File: config.mk
export PLATFORM = sky130hd
export DESIGN_NAME = decode_stage
export DESIGN_NICKNAME = d
export VERILOG_FILES = /design/src/rtl/decode_pkg.sv /design/src/rtl/op_decoder.sv /design/src/rtl/imm_gen.sv /design/src/rtl/hazard_control.sv /design/src/rtl/operand_stage.sv /design/src/rtl/decode_stage.sv
export VERILOG_INCLUDE_DIRS = /design/src /design/src/rtl
export SDC_FILE = /design/constraint.sdc
export NUM_CORES = 1
export LEC_CHECK = 0
export BUFFER_PORTS_ARGS = -buffer_cell sky130_fd_sc_hd__buf_2
export CORE_UTILIZATION = 30
export CTS_BUF_LIST = sky130_fd_sc_hd__clkbuf_16
export DETAILED_ROUTE_END_ITERATION = 12
export GPL_TIMING_DRIVEN = 0
export PLACE_DENSITY = 0.51
export SYNTH_ARGS = -nofsm -noshare
export SYNTH_HDL_FRONTEND = slang
export SYNTH_SLANG_ARGS = --single-unit
File: constraint.sdc
create_clock -name clk -period 5.3 [get_ports clk]
set_clock_uncertainty 0.15 [all_clocks]
set_input_delay 0.265 -clock clk [delete_from_list [all_inputs] [get_ports clk]]
set_output_delay 0.265 -clock clk [all_outputs]
set_load 0.03 [all_outputs]
File: src/rtl/decode_macros.svh
`ifndef DECODE_MACROS_SVH
`define DECODE_MACROS_SVH

// Datapath widths
`define XLEN        32
`define REG_ADDR_W  5
`define OP_W        6      // Unit code plus variant

// Instruction field widths and positions
`define OPCODE_W    7
`define FUNCT3_W    3
`define FUNCT7_W    7
`define SIGN_BIT    31     // Sign of every immediate
`define FUNCT7_ALT  7'b0100000   // SUB and SRA/SRAI select

// Base opcodes, RV32I
`define OPC_LUI       7'b0110111
`define OPC_AUIPC     7'b0010111
`define OPC_JAL       7'b1101111
`define OPC_JALR      7'b1100111
`define OPC_BRANCH    7'b1100011
`define OPC_LOAD      7'b0000011
`define OPC_STORE     7'b0100011
`define OPC_IMM       7'b0010011
`define OPC_OP        7'b0110011
`define OPC_MISC_MEM  7'b0001111

`endif

File: src/rtl/decode_pkg.sv
`include "decode_macros.svh"

package decode_pkg;

    ////////////////////
    // Execution units
    ////////////////////

    // Upper three bits of every operation code
    typedef enum logic [2:0] {
        ALU_UNIT    = 3'b000,
        BRANCH_UNIT = 3'b001,
        MEMORY_UNIT = 3'b010,
        BYPASS_UNIT = 3'b011
    } unit_e;

    ////////////////////
    // Operations
    ////////////////////

    typedef enum logic [`OP_W-1:0] {
        // Arithmetic and logic
        ADD     = 6'b000_000,
        SUB     = 6'b000_001,
        SLT     = 6'b000_010,
        SLTU    = 6'b000_011,
        XOR     = 6'b000_100,
        OR      = 6'b000_101,
        AND     = 6'b000_110,
        // Shifts do not fit in the ALU code, so they get a second one
        SLL     = 6'b100_000,
        SRL     = 6'b100_001,
        SRA     = 6'b100_010,
        // Branch variants follow funct3
        BEQ     = 6'b001_000,
        BNE     = 6'b001_001,
        JAL     = 6'b001_010,
        JALR    = 6'b001_011,
        BLT     = 6'b001_100,
        BGE     = 6'b001_101,
        BLTU    = 6'b001_110,
        BGEU    = 6'b001_111,
        // Loads follow funct3, stores fill the gaps
        LB      = 6'b010_000,
        LH      = 6'b010_001,
        LW      = 6'b010_010,
        SB      = 6'b010_011,
        LBU     = 6'b010_100,
        LHU     = 6'b010_101,
        SH      = 6'b010_110,
        SW      = 6'b010_111,
        // Passed straight through
        NOP     = 6'b011_000,
        LUI     = 6'b011_001,
        INVALID = 6'b011_111
    } op_e;

    ////////////////////
    // Formats
    ////////////////////

    typedef enum logic [2:0] {
        R_TYPE = 3'd0,
        I_TYPE = 3'd1,
        S_TYPE = 3'd2,
        B_TYPE = 3'd3,
        U_TYPE = 3'd4,
        J_TYPE = 3'd5
    } format_e;

    // Same word seen as register fields or as split store/branch immediate
    typedef union packed {
        struct packed {
            logic [`FUNCT7_W-1:0]   funct7;
            logic [`REG_ADDR_W-1:0] rs2;
            logic [`REG_ADDR_W-1:0] rs1;
            logic [`FUNCT3_W-1:0]   funct3;
            logic [`REG_ADDR_W-1:0] rd;
            logic [`OPCODE_W-1:0]   opcode;
        } r;
        struct packed {
            logic [`FUNCT7_W-1:0]   imm_hi;    // imm[11:5], imm[12|10:5] on branches
            logic [`REG_ADDR_W-1:0] rs2;
            logic [`REG_ADDR_W-1:0] rs1;
            logic [`FUNCT3_W-1:0]   funct3;
            logic [`REG_ADDR_W-1:0] imm_lo;    // imm[4:0], imm[4:1|11] on branches
            logic [`OPCODE_W-1:0]   opcode;
        } s;
    } instr_u;

endpackage

File: src/rtl/op_decoder.sv
`include "decode_macros.svh"

module op_decoder (
    input  decode_pkg::instr_u  instr_i,
    output decode_pkg::op_e     op_o,
    output decode_pkg::format_e format_o
);

    import decode_pkg::*;

    logic [`OPCODE_W-1:0] opcode;
    logic [`FUNCT3_W-1:0] funct3;
    logic [`FUNCT7_W-1:0] funct7;

    op_e dec_imm;
    op_e dec_op;
    op_e dec_branch;
    op_e dec_load;
    op_e dec_store;

    assign opcode = instr_i.r.opcode;
    assign funct3 = instr_i.r.funct3;
    assign funct7 = instr_i.r.funct7;

    ////////////////////
    // Group decoders
    ////////////////////

    always_comb begin
        case (funct3)
            3'b000:  dec_imm = ADD;
            3'b010:  dec_imm = SLT;
            3'b011:  dec_imm = SLTU;
            3'b100:  dec_imm = XOR;
            3'b110:  dec_imm = OR;
            3'b111:  dec_imm = AND;
            3'b001:  dec_imm = (funct7 == '0) ? SLL : INVALID;   // shamt upper bits
            3'b101: begin
                if (funct7 == '0)
                    dec_imm = SRL;
                else if (funct7 == `FUNCT7_ALT)
                    dec_imm = SRA;
                else
                    dec_imm = INVALID;
            end
            default: dec_imm = INVALID;
        endcase
    end

    always_comb begin
        if (funct7 == '0) begin
            case (funct3)
                3'b000:  dec_op = ADD;
                3'b001:  dec_op = SLL;
                3'b010:  dec_op = SLT;
                3'b011:  dec_op = SLTU;
                3'b100:  dec_op = XOR;
                3'b101:  dec_op = SRL;
                3'b110:  dec_op = OR;
                default: dec_op = AND;
            endcase
        end else if (funct7 == `FUNCT7_ALT) begin
            case (funct3)
                3'b000:  dec_op = SUB;
                3'b101:  dec_op = SRA;
                default: dec_op = INVALID;
            endcase
        end else begin
            dec_op = INVALID;
        end
    end

    always_comb begin
        case (funct3)
            3'b000:  dec_branch = BEQ;
            3'b001:  dec_branch = BNE;
            3'b100:  dec_branch = BLT;
            3'b101:  dec_branch = BGE;
            3'b110:  dec_branch = BLTU;
            3'b111:  dec_branch = BGEU;
            default: dec_branch = INVALID;
        endcase
    end

    always_comb begin
        case (funct3)
            3'b000:  dec_load = LB;
            3'b001:  dec_load = LH;
            3'b010:  dec_load = LW;
            3'b100:  dec_load = LBU;
            3'b101:  dec_load = LHU;
            default: dec_load = INVALID;
        endcase
    end

    always_comb begin
        case (funct3)
            3'b000:  dec_store = SB;
            3'b001:  dec_store = SH;
            3'b010:  dec_store = SW;
            default: dec_store = INVALID;
        endcase
    end

    ////////////////////
    // Opcode select
    ////////////////////

    always_comb begin
        case (opcode)
            `OPC_LUI:      op_o = LUI;
            `OPC_AUIPC:    op_o = ADD;          // PC + upper immediate
            `OPC_JAL:      op_o = JAL;
            `OPC_JALR:     op_o = (funct3 == '0) ? JALR : INVALID;
            `OPC_IMM:      op_o = dec_imm;
            `OPC_OP:       op_o = dec_op;
            `OPC_BRANCH:   op_o = dec_branch;
            `OPC_LOAD:     op_o = dec_load;
            `OPC_STORE:    op_o = dec_store;
            `OPC_MISC_MEM: op_o = (funct3 == '0) ? NOP : INVALID;   // FENCE only
            default:       op_o = INVALID;      // SYSTEM lands here too
        endcase
    end

    always_comb begin
        case (opcode)
            `OPC_IMM, `OPC_JALR, `OPC_LOAD: format_o = I_TYPE;
            `OPC_STORE:                     format_o = S_TYPE;
            `OPC_BRANCH:                    format_o = B_TYPE;
            `OPC_LUI, `OPC_AUIPC:           format_o = U_TYPE;
            `OPC_JAL:                       format_o = J_TYPE;
            default:                        format_o = R_TYPE;
        endcase
    end

endmodule

File: src/rtl/imm_gen.sv
`include "decode_macros.svh"

module imm_gen (
    input  decode_pkg::instr_u  instr_i,
    input  decode_pkg::format_e format_i,
    output logic [`XLEN-1:0]    imm_o
);

    import decode_pkg::*;

    logic sign;

    assign sign = instr_i[`SIGN_BIT];

    always_comb begin
        case (format_i)
            I_TYPE: begin
                imm_o = {{20{sign}}, instr_i.r.funct7, instr_i.r.rs2};
            end
            S_TYPE: begin
                imm_o = {{20{sign}}, instr_i.s.imm_hi, instr_i.s.imm_lo};
            end
            // imm[12] is the sign, imm[11] sits in the low field
            B_TYPE: begin
                imm_o = {{19{sign}},
                         sign,
                         instr_i.s.imm_lo[0],
                         instr_i.s.imm_hi[5:0],
                         instr_i.s.imm_lo[4:1],
                         1'b0};
            end
            U_TYPE: begin
                imm_o = {instr_i.r.funct7,
                         instr_i.r.rs2,
                         instr_i.r.rs1,
                         instr_i.r.funct3,
                         12'b0};
            end
            // imm[19:12] is rs1/funct3, imm[11] is rs2 bit 0
            J_TYPE: begin
                imm_o = {{12{sign}},
                         instr_i.r.rs1,
                         instr_i.r.funct3,
                         instr_i.r.rs2[0],
                         instr_i.r.funct7[5:0],
                         instr_i.r.rs2[4:1],
                         1'b0};
            end
            default: begin
                imm_o = '0;     // R format has no immediate
            end
        endcase
    end

endmodule

File: src/rtl/hazard_control.sv
`include "decode_macros.svh"

module hazard_control (
    input  logic                    clk,
    input  logic                    reset,
    input  logic                    stall_i,
    input  logic [`XLEN-1:0]        instruction_i,
    input  decode_pkg::op_e         op_i,
    output decode_pkg::instr_u      instr_o,
    output logic [`REG_ADDR_W-1:0]  rs1_o,
    output logic [`REG_ADDR_W-1:0]  rs2_o,
    output logic [`REG_ADDR_W-1:0]  rd_o,
    output logic                    hazard_o
);

    import decode_pkg::*;

    instr_u                  last_instr;
    logic                    last_hazard;
    logic [`REG_ADDR_W-1:0]  lock_reg [2];     // [0] is newest
    logic                    lock_store [2];
    logic [`REG_ADDR_W-1:0]  lock_rd_in;
    logic                    lock_store_in;
    logic                    is_store;
    logic                    writes_rd;
    logic                    mem_op;

    ////////////////////
    // Replay
    ////////////////////

    always_ff @(posedge clk) begin
        last_instr <= instr_o;
        if (reset)
            last_hazard <= 1'b0;
        else
            last_hazard <= hazard_o;
    end

    assign instr_o = last_hazard ? last_instr : instruction_i;   // Redecode after bubble
    assign rs1_o   = instr_o.r.rs1;
    assign rs2_o   = instr_o.r.rs2;
    assign rd_o    = lock_reg[1];

    ////////////////////
    // Lock queue
    ////////////////////

    always_comb begin
        is_store  = op_i inside {SB, SH, SW};
        writes_rd = !is_store && !(op_i inside {BEQ, BNE, BLT, BGE, BLTU, BGEU});
        // A bubble carries no destination and no store
        lock_rd_in    = (hazard_o || !writes_rd) ? '0 : instr_o.r.rd;
        lock_store_in = !hazard_o && is_store;
    end

    always_ff @(posedge clk) begin
        if (reset) begin
            lock_reg[0]   <= '0;
            lock_reg[1]   <= '0;
            lock_store[0] <= 1'b0;
            lock_store[1] <= 1'b0;
        end else if (!stall_i) begin
            lock_reg[0]   <= lock_rd_in;
            lock_store[0] <= lock_store_in;
            lock_reg[1]   <= lock_reg[0];
            lock_store[1] <= lock_store[0];
        end
    end

    assign mem_op = unit_e'(op_i[`OP_W-1 -: 3]) == MEMORY_UNIT;

    always_comb begin
        if ((lock_store[0] || lock_store[1]) && mem_op)
            hazard_o = 1'b1;                        // Memory order
        else if (lock_reg[0] == rs1_o && rs1_o != '0)
            hazard_o = 1'b1;
        else if (lock_reg[0] == rs2_o && rs2_o != '0)
            hazard_o = 1'b1;
        else
            hazard_o = 1'b0;
    end

endmodule

File: src/rtl/operand_stage.sv
`include "decode_macros.svh"

module operand_stage (
    input  logic                clk,
    input  logic                reset,
    input  logic                stall_i,
    input  logic                hazard_i,
    input  decode_pkg::instr_u  instr_i,
    input  decode_pkg::op_e     op_i,
    input  decode_pkg::format_e format_i,
    input  logic [`XLEN-1:0]    imm_i,
    input  logic [`XLEN-1:0]    pc_i,
    input  logic [`XLEN-1:0]    rs1_data_i,
    input  logic [`XLEN-1:0]    rs2_data_i,
    output logic [`XLEN-1:0]    first_operand_o,
    output logic [`XLEN-1:0]    second_operand_o,
    output logic [`XLEN-1:0]    third_operand_o,
    output logic [`XLEN-1:0]    pc_o,
    output decode_pkg::op_e     operation_o,
    output logic                exception_o
);

    import decode_pkg::*;

    logic [`XLEN-1:0] rs1_val;
    logic [`XLEN-1:0] rs2_val;
    logic [`XLEN-1:0] first_operand;
    logic [`XLEN-1:0] second_operand;
    logic [`XLEN-1:0] third_operand;

    ////////////////////
    // Operand select
    ////////////////////

    // x0 always reads as zero
    assign rs1_val = (instr_i.r.rs1 == '0) ? '0 : rs1_data_i;
    assign rs2_val = (instr_i.r.rs2 == '0) ? '0 : rs2_data_i;

    always_comb begin
        first_operand  = (format_i == U_TYPE || format_i == J_TYPE) ? pc_i : rs1_val;
        second_operand = (format_i == R_TYPE || format_i == B_TYPE) ? rs2_val : imm_i;
        third_operand  = (format_i == S_TYPE) ? rs2_val : imm_i;   // Store data
    end

    ////////////////////
    // Output registers
    ////////////////////

    always_ff @(posedge clk) begin
        if (reset) begin
            first_operand_o  <= '0;
            second_operand_o <= '0;
            third_operand_o  <= '0;
            pc_o             <= '0;
            operation_o      <= NOP;
            exception_o      <= 1'b0;
        end else if (stall_i) begin
            // Hold everything
        end else if (hazard_i) begin
            first_operand_o  <= '0;            // Bubble
            second_operand_o <= '0;
            third_operand_o  <= '0;
            pc_o             <= '0;
            operation_o      <= NOP;
            exception_o      <= 1'b0;
        end else begin
            first_operand_o  <= first_operand;
            second_operand_o <= second_operand;
            third_operand_o  <= third_operand;
            pc_o             <= pc_i;
            operation_o      <= op_i;
            exception_o      <= (op_i == INVALID);
        end
    end

endmodule

File: src/rtl/decode_stage.sv
`include "decode_macros.svh"

module decode_stage (
    input  logic                    clk,
    input  logic                    reset,
    input  logic                    stall_i,
    input  logic [`XLEN-1:0]        instruction_i,
    input  logic [`XLEN-1:0]        pc_i,
    input  logic [`XLEN-1:0]        rs1_data_i,      // From register bank
    input  logic [`XLEN-1:0]        rs2_data_i,
    output logic [`REG_ADDR_W-1:0]  rs1_o,           // To register bank
    output logic [`REG_ADDR_W-1:0]  rs2_o,
    output logic [`REG_ADDR_W-1:0]  rd_o,
    output logic [`XLEN-1:0]        first_operand_o,
    output logic [`XLEN-1:0]        second_operand_o,
    output logic [`XLEN-1:0]        third_operand_o,
    output logic [`XLEN-1:0]        pc_o,
    output decode_pkg::op_e         operation_o,
    output logic                    hazard_o,
    output logic                    exception_o
);

    import decode_pkg::*;

    instr_u           instr;       // Live or replayed word
    op_e              op;
    format_e          format;
    logic [`XLEN-1:0] imm;

    hazard_control u_hazard_control (
        .clk           (clk),
        .reset         (reset),
        .stall_i       (stall_i),
        .instruction_i (instruction_i),
        .op_i          (op),
        .instr_o       (instr),
        .rs1_o         (rs1_o),
        .rs2_o         (rs2_o),
        .rd_o          (rd_o),
        .hazard_o      (hazard_o)
    );

    op_decoder u_op_decoder (
        .instr_i  (instr),
        .op_o     (op),
        .format_o (format)
    );

    imm_gen u_imm_gen (
        .instr_i  (instr),
        .format_i (format),
        .imm_o    (imm)
    );

    operand_stage u_operand_stage (
        .clk              (clk),
        .reset            (reset),
        .stall_i          (stall_i),
        .hazard_i         (hazard_o),
        .instr_i          (instr),
        .op_i             (op),
        .format_i         (format),
        .imm_i            (imm),
        .pc_i             (pc_i),
        .rs1_data_i       (rs1_data_i),
        .rs2_data_i       (rs2_data_i),
        .first_operand_o  (first_operand_o),
        .second_operand_o (second_operand_o),
        .third_operand_o  (third_operand_o),
        .pc_o             (pc_o),
        .operation_o      (operation_o),
        .exception_o      (exception_o)
    );

endmodule

* After elaboration in Yosys (flattened, before gate mapping)
Memory sizes are Yosys's and may differ from the RTL's.
Index checks and enable logic that the tools add are counted.
** Word-level totals
- Register bits :: 168
- Bits in writable memories :: 12
- Bits of input ports :: 131
- Logic and storage cells :: 115
- Memories kept :: 2
** Memory list
- u_hazard_control.lock_reg :: words 2, width 5, rd ports 2, clocked after memory_dff 0, write ports 2, RTL line hazard_control.sv:20 : logic [`REG_ADDR_W-1:0] lock_reg [2];
- u_hazard_control.lock_store :: words 2, width 1, rd ports 2, clocked after memory_dff 0, write ports 2, RTL line hazard_control.sv:21 : logic lock_store [2];
** Cells by class
- Equal/unequal tests :: 36
- Multiplexer cells :: 41
- Bitwise gates (word level) :: 4
- Reduce and logical (&&, ||, !) cells :: 24
** Operator list (number)
- $mux 32 :: 10
- $pmux 32 s5 :: 1
- $pmux 6 s10 :: 1
- $pmux 6 s8 :: 1
- $pmux 6 s7 :: 1
- $eq 6x4->1 const B :: 6
- $mux 6 :: 6
- $pmux 5 s6 :: 1
- $eq 7x6->1 const B :: 4
- $eq 6x5->1 const B :: 4
- $eq 7x7->1 const B :: 3
- $mux 5 :: 4
- $pmux 4 s5 :: 1
- $eq 3x3->1 const B :: 6
- $eq 3x2->1 const B :: 5
- $pmux 3 s5 :: 1
- $eq 7x5->1 const B :: 2
- $pmux 4 s3 :: 1
- $pmux 6 s2 :: 1
- $mux 1 :: 11
- $eq 5x5->1 :: 2
- $logic_not 5->1 :: 2
- $reduce_bool 5->1 :: 2
- $eq 7x2->1 const B :: 1
- 13 further kinds :: 28

* Depth between registers and ports, before layout
- Depth after elaboration :: 14
- Gate-level depth with buffers :: 13

* By module
From an unflattened synthesis, not the netlist that was laid out.
** Unflattened totals
- Cell total of the unflattened synthesis :: 913
- Area total of the unflattened synthesis :: 8361.8 µm²
** By module, submodules not included
- operand_stage :: times used 1, cells an instance 582, area each 5424.0 µm², sequential area each 2702.6 µm²
- hazard_control :: times used 1, cells an instance 152, area each 1888.1 µm², sequential area each 1021.0 µm²
- op_decoder :: times used 1, cells an instance 113, area each 659.4 µm², sequential area each 0.0 µm²
- imm_gen :: times used 1, cells an instance 66, area each 390.4 µm², sequential area each 0.0 µm²

* Least setup slack after synthesis
No wires, ideal clock.
- Path kind :: reg-to-reg
- Start point :: register u_hazard_control.last_hazard
- End point :: memory u_hazard_control.lock_reg[0][0] in the netlist's numbering, data pin
- Setup time :: 157 ps
- Arrival :: 2696 ps
- Slack :: 2297 ps
- Cell stages (with the launch flop) :: 12
- Buffers on the path :: 2
- Period minus slack after synthesis :: 3003 ps
- Cells stage by stage :: dfxtp_1 -> buf_2 -> buf_2 -> mux2i_1 -> inv_1 -> nor2_1 -> o211ai_1 -> nand2_1 -> o31ai_1 -> or4_1 -> o32a_1 -> nor3_1
** RTL lines
- start: declaration :: RTL line hazard_control.sv:19 : logic last_hazard;
- start signal: assignment :: RTL line hazard_control.sv:37 : last_hazard <= hazard_o;
- end: declaration :: RTL line hazard_control.sv:20

==> out/metrics.cfg <==
[run_status]
status=finished clean

[power_and_ir_drop]
p_sw_frac=0.3228
p_comb_frac=0.193
vdd.ir_drop.worst_uv=192.7
power_per_cell_area_nw_per_um2=317.9
internal_power_mw=2.380
power_switching_mw=1.134
leakage_nw=4.984
p_clk_frac=0.378
power.share.sequential=0.430

[place]
hpwl_mm=25.46
dp.cells=1553
portBuffers=281
gp_congestion=0.8775

[layout]
stdcell_count=1631
drive_above_1_share=0.2960
area_growth_pct=35.34
nets=1405
fillers=2775

[logic_synthesis]
yosysTopAreaCell=dfxtp_1
synth_cells=931
synth_area_um2=8168
yosys_warnings=0
ys_ff_latch=180
syn_area_per_cell_um2=8.773
yosysTopAreaCellShare=0.4118
seq_area_frac_synth=0.4559
yosys.cell_types.count=68
synth.area.top_cells=dfxtp_1, a22o_1, o21ai_0
synth_edf_count=12
synth_nets=1062
async_flop_share=0
synthFlopType=dfxtp_1

[setup_path]
endpoint=u_hazard_control.lock_reg[0][3]
reg2reg_depth=9
worstPathArrival_ns=4.24
cpPeakStageDelay_ns=1.01
crit_chain=buf_4, or3b_1, a222oi_1, o21ai_1, and4_4, o211ai_2, nand3_1, clkbuf_1, nor3_1
crit_cells=9
r2r_start=u_hazard_control.last_hazard
crit_required_ns=5.33
reg2reg_slack_ns=1.08
r2r_end=u_hazard_control.lock_reg[0][3]
cp_top_family=simple AND/OR/NAND/NOR gates
path_max_fanout=10
worst-path-buf-inv=2
crit_type=flip-flop to flip-flop
startpoint_type=flip-flop
endpoint_kind=flip-flop
slowest_stage=a222oi_1
startpoint=u_hazard_control.last_hazard

[hold_path]
hold_class=input port to flip-flop

[timing]
slew_violations=0
tns_ns=0
finalHoldViolations=0
fin_crit_ns=4.216
max_slew.worst_pin.slew_ns=1.153
min_period_over_period=0.7954
slew_headroom=0.2313
max_freq_mhz=237.2
setup_viol=0
rsz0062_at_grt=false

[global_routing]
grt_pass1_vias=8271
grt_max_degree=20
grt_overflow_total=0
antenna_found_initial=3
grt_pass1_wl_mm=49.45
track_usage=0.2319

[detailed_routing]
wl_mm=32.93
drc_errors=0
drtIter0Drc=637
drtPass1Iterations=6
wl_per_cell_um=20.19
ant_nets=0
avgViaCountPerCell=5.265
vias=8588

[clocking]
clkLatencyLatePin_ns=0.43
cts_buffer_depth=2
post_cts_buffers=0
cts_root_buffer=clkbuf_16
clk_pin_slew_ns=0.08
cts_sinks=180
cts_tree=yes
numCtsBuffers=17
cts_max_level=4

[die]
rows=60
chipWidth_um=167.0
start_util=0.3048
die_h_um=167.0
die_area_um2=27890
ios=282
coreArea_um2=26800

[job]
max-cap-violations=0

==> power by group through the flow <==
stage          clock [mW]  sequential, mW  combinational, mW
4_1_cts              1.35            1.51              0.676
2_1_floorplan           0            1.66              0.278
3_5_place_dp            0            1.54              0.649
5_1_grt              1.41            1.52              0.724
6_report             1.33            1.51              0.677
3_3_place_gp            0            1.54              0.651
==> kinds of logic (layout without fill, tap and decap cells) <==
logic type      count (synthesis)  count (layout)  share of synthesized area
flops                         180             180                     0.4559
compound gates                315             315                     0.2615
xor+xnor                       10              10                    0.01072
mux                            32              32                    0.04396
other cells                     0               3                          0
buf+inv                       106             462                    0.06250
simple gates                  288             288                     0.1654
==> worst min path at each step <==
| stage | startpoint | to | slack (ns) | cells after the start |
|---|---|---|---|---|
| 2_1_floorplan | reset | u_hazard_control.last_hazard | 0.18 | 1 |
| 3_3_place_gp | u_operand_stage.operation_o[1] | u_operand_stage.operation_o[1] | 0.28 | 2 |
| 3_5_place_dp | u_operand_stage.operation_o[1] | u_operand_stage.operation_o[1] | 0.29 | 2 |
| 4_1_cts | rs2_data_i[7] | u_operand_stage.second_operand_o[7] | 0.002 | 3 |
| 5_1_grt | instruction_i[29] | u_hazard_control.last_instr[29] | 0.004 | 2 |
| 6_report | instruction_i[11] | u_hazard_control.last_instr[11] | 0.01 | 3 |
==> area by class of cell <==
type | instances | area [um^2] | area share
multi-input combinational | 645 | 3934 | 0.3559
sequential | 180 | 3724 | 0.3368
timing repair buffer | 324 | 1837 | 0.1662
buffer | 87 | 439.2 | 0.03973
tap | 341 | 426.7 | 0.03860
clock buffer | 17 | 425.4 | 0.03848
clock inverter | 15 | 190.2 | 0.01720
inverter | 19 | 71.32 | 0.006452
antenna | 3 | 7.507 | 0.0006791
==> worst min-delay path, delay by kind of cell <==
kind                   cells  cell delay [ns]
buffers and inverters      2             0.15
muxes                      1             0.14
==> cells in the final DEF, fill, tap and decap left out, types with 3 or more instances in the layout <==
master,count
or2_2,3
buf_6,4
diode_2,3
mux2_2,18
nand4_1,3
a22o_1,104
a31oi_1,27
nor2_1,42
mux2i_1,12
nor3_1,14
nor4_1,4
nand2_1,128
or4_1,4
clkbuf_1,46
edfxtp_1,12
nand3b_1,3
and3_1,7
dfxtp_1,168
o21ai_0,106
buf_2,293
xor2_1,3
nand3_1,53
buf_4,18
a22oi_1,3
clkinv_8,4
o22ai_1,3
a21oi_1,40
buf_1,7
a32oi_1,4
inv_6,4
dlygate4sd3_1,43
xnor2_1,7
and2_1,7
inv_1,19
clkbuf_16,17
==> cell usage after synthesis (2+ instances only) <==
cell / n
dfxtp_1: 168
nand2_1: 128
o21ai_0: 106
a22o_1: 104
nand3_1: 53
clkbuf_1: 46
nor2_1: 42
a21oi_1: 40
a31oi_1: 27
inv_1: 19
buf_4: 18
mux2_2: 18
nor3_1: 14
buf_2: 12
edfxtp_1: 12
mux2i_1: 12
and2_1: 7
and3_1: 7
buf_1: 7
xnor2_1: 7
a32oi_1: 4
buf_6: 4
nor4_1: 4
or4_1: 4
a22oi_1: 3
nand3b_1: 3
nand4_1: 3
o22ai_1: 3
or2_2: 3
xor2_1: 3
a2111oi_0: 2
a211oi_1: 2
a21o_1: 2
a32o_1: 2
and4_1: 2
nand2b_1: 2
o21ai_1: 2
o31ai_1: 2
or3_1: 2
or3b_2: 2
or4b_2: 2
or4bb_1: 2
==> timing repair <==
action	CTS	global route
resized for setup	0	0
hold buffers	43	0
hold endpoints to repair	43	0
==> through the flow <==
step                cell area [um^2]  total power, mW    util  hold slack, ns  setup slack (ns)
finish                         11050            3.514  0.4125         0.01029             1.085
detailed placement             10000            2.189  0.3732          0.2928             1.296
CTS                            11050            3.537  0.4122        0.002205             1.263
global route                   11050            3.650  0.4124        0.004346            0.9866
floorplan                       8168            1.935       -          0.1841             2.297
global placement               10000            2.190  0.3732          0.2818             1.268
==> per-layer routing <==
layer	GRT usage	up-vias	part of all wire	routed length (um)
met2	0.3720	367	0.45	14920
li1	-	4096	-	-
met1	0.3108	4085	0.46	15150
met3	0.04016	40	0.060	1990
met4	0.08494	0	0.027	876
met5	0	-	0	0
Note: power is estimated with default switching activity, not from simulation.
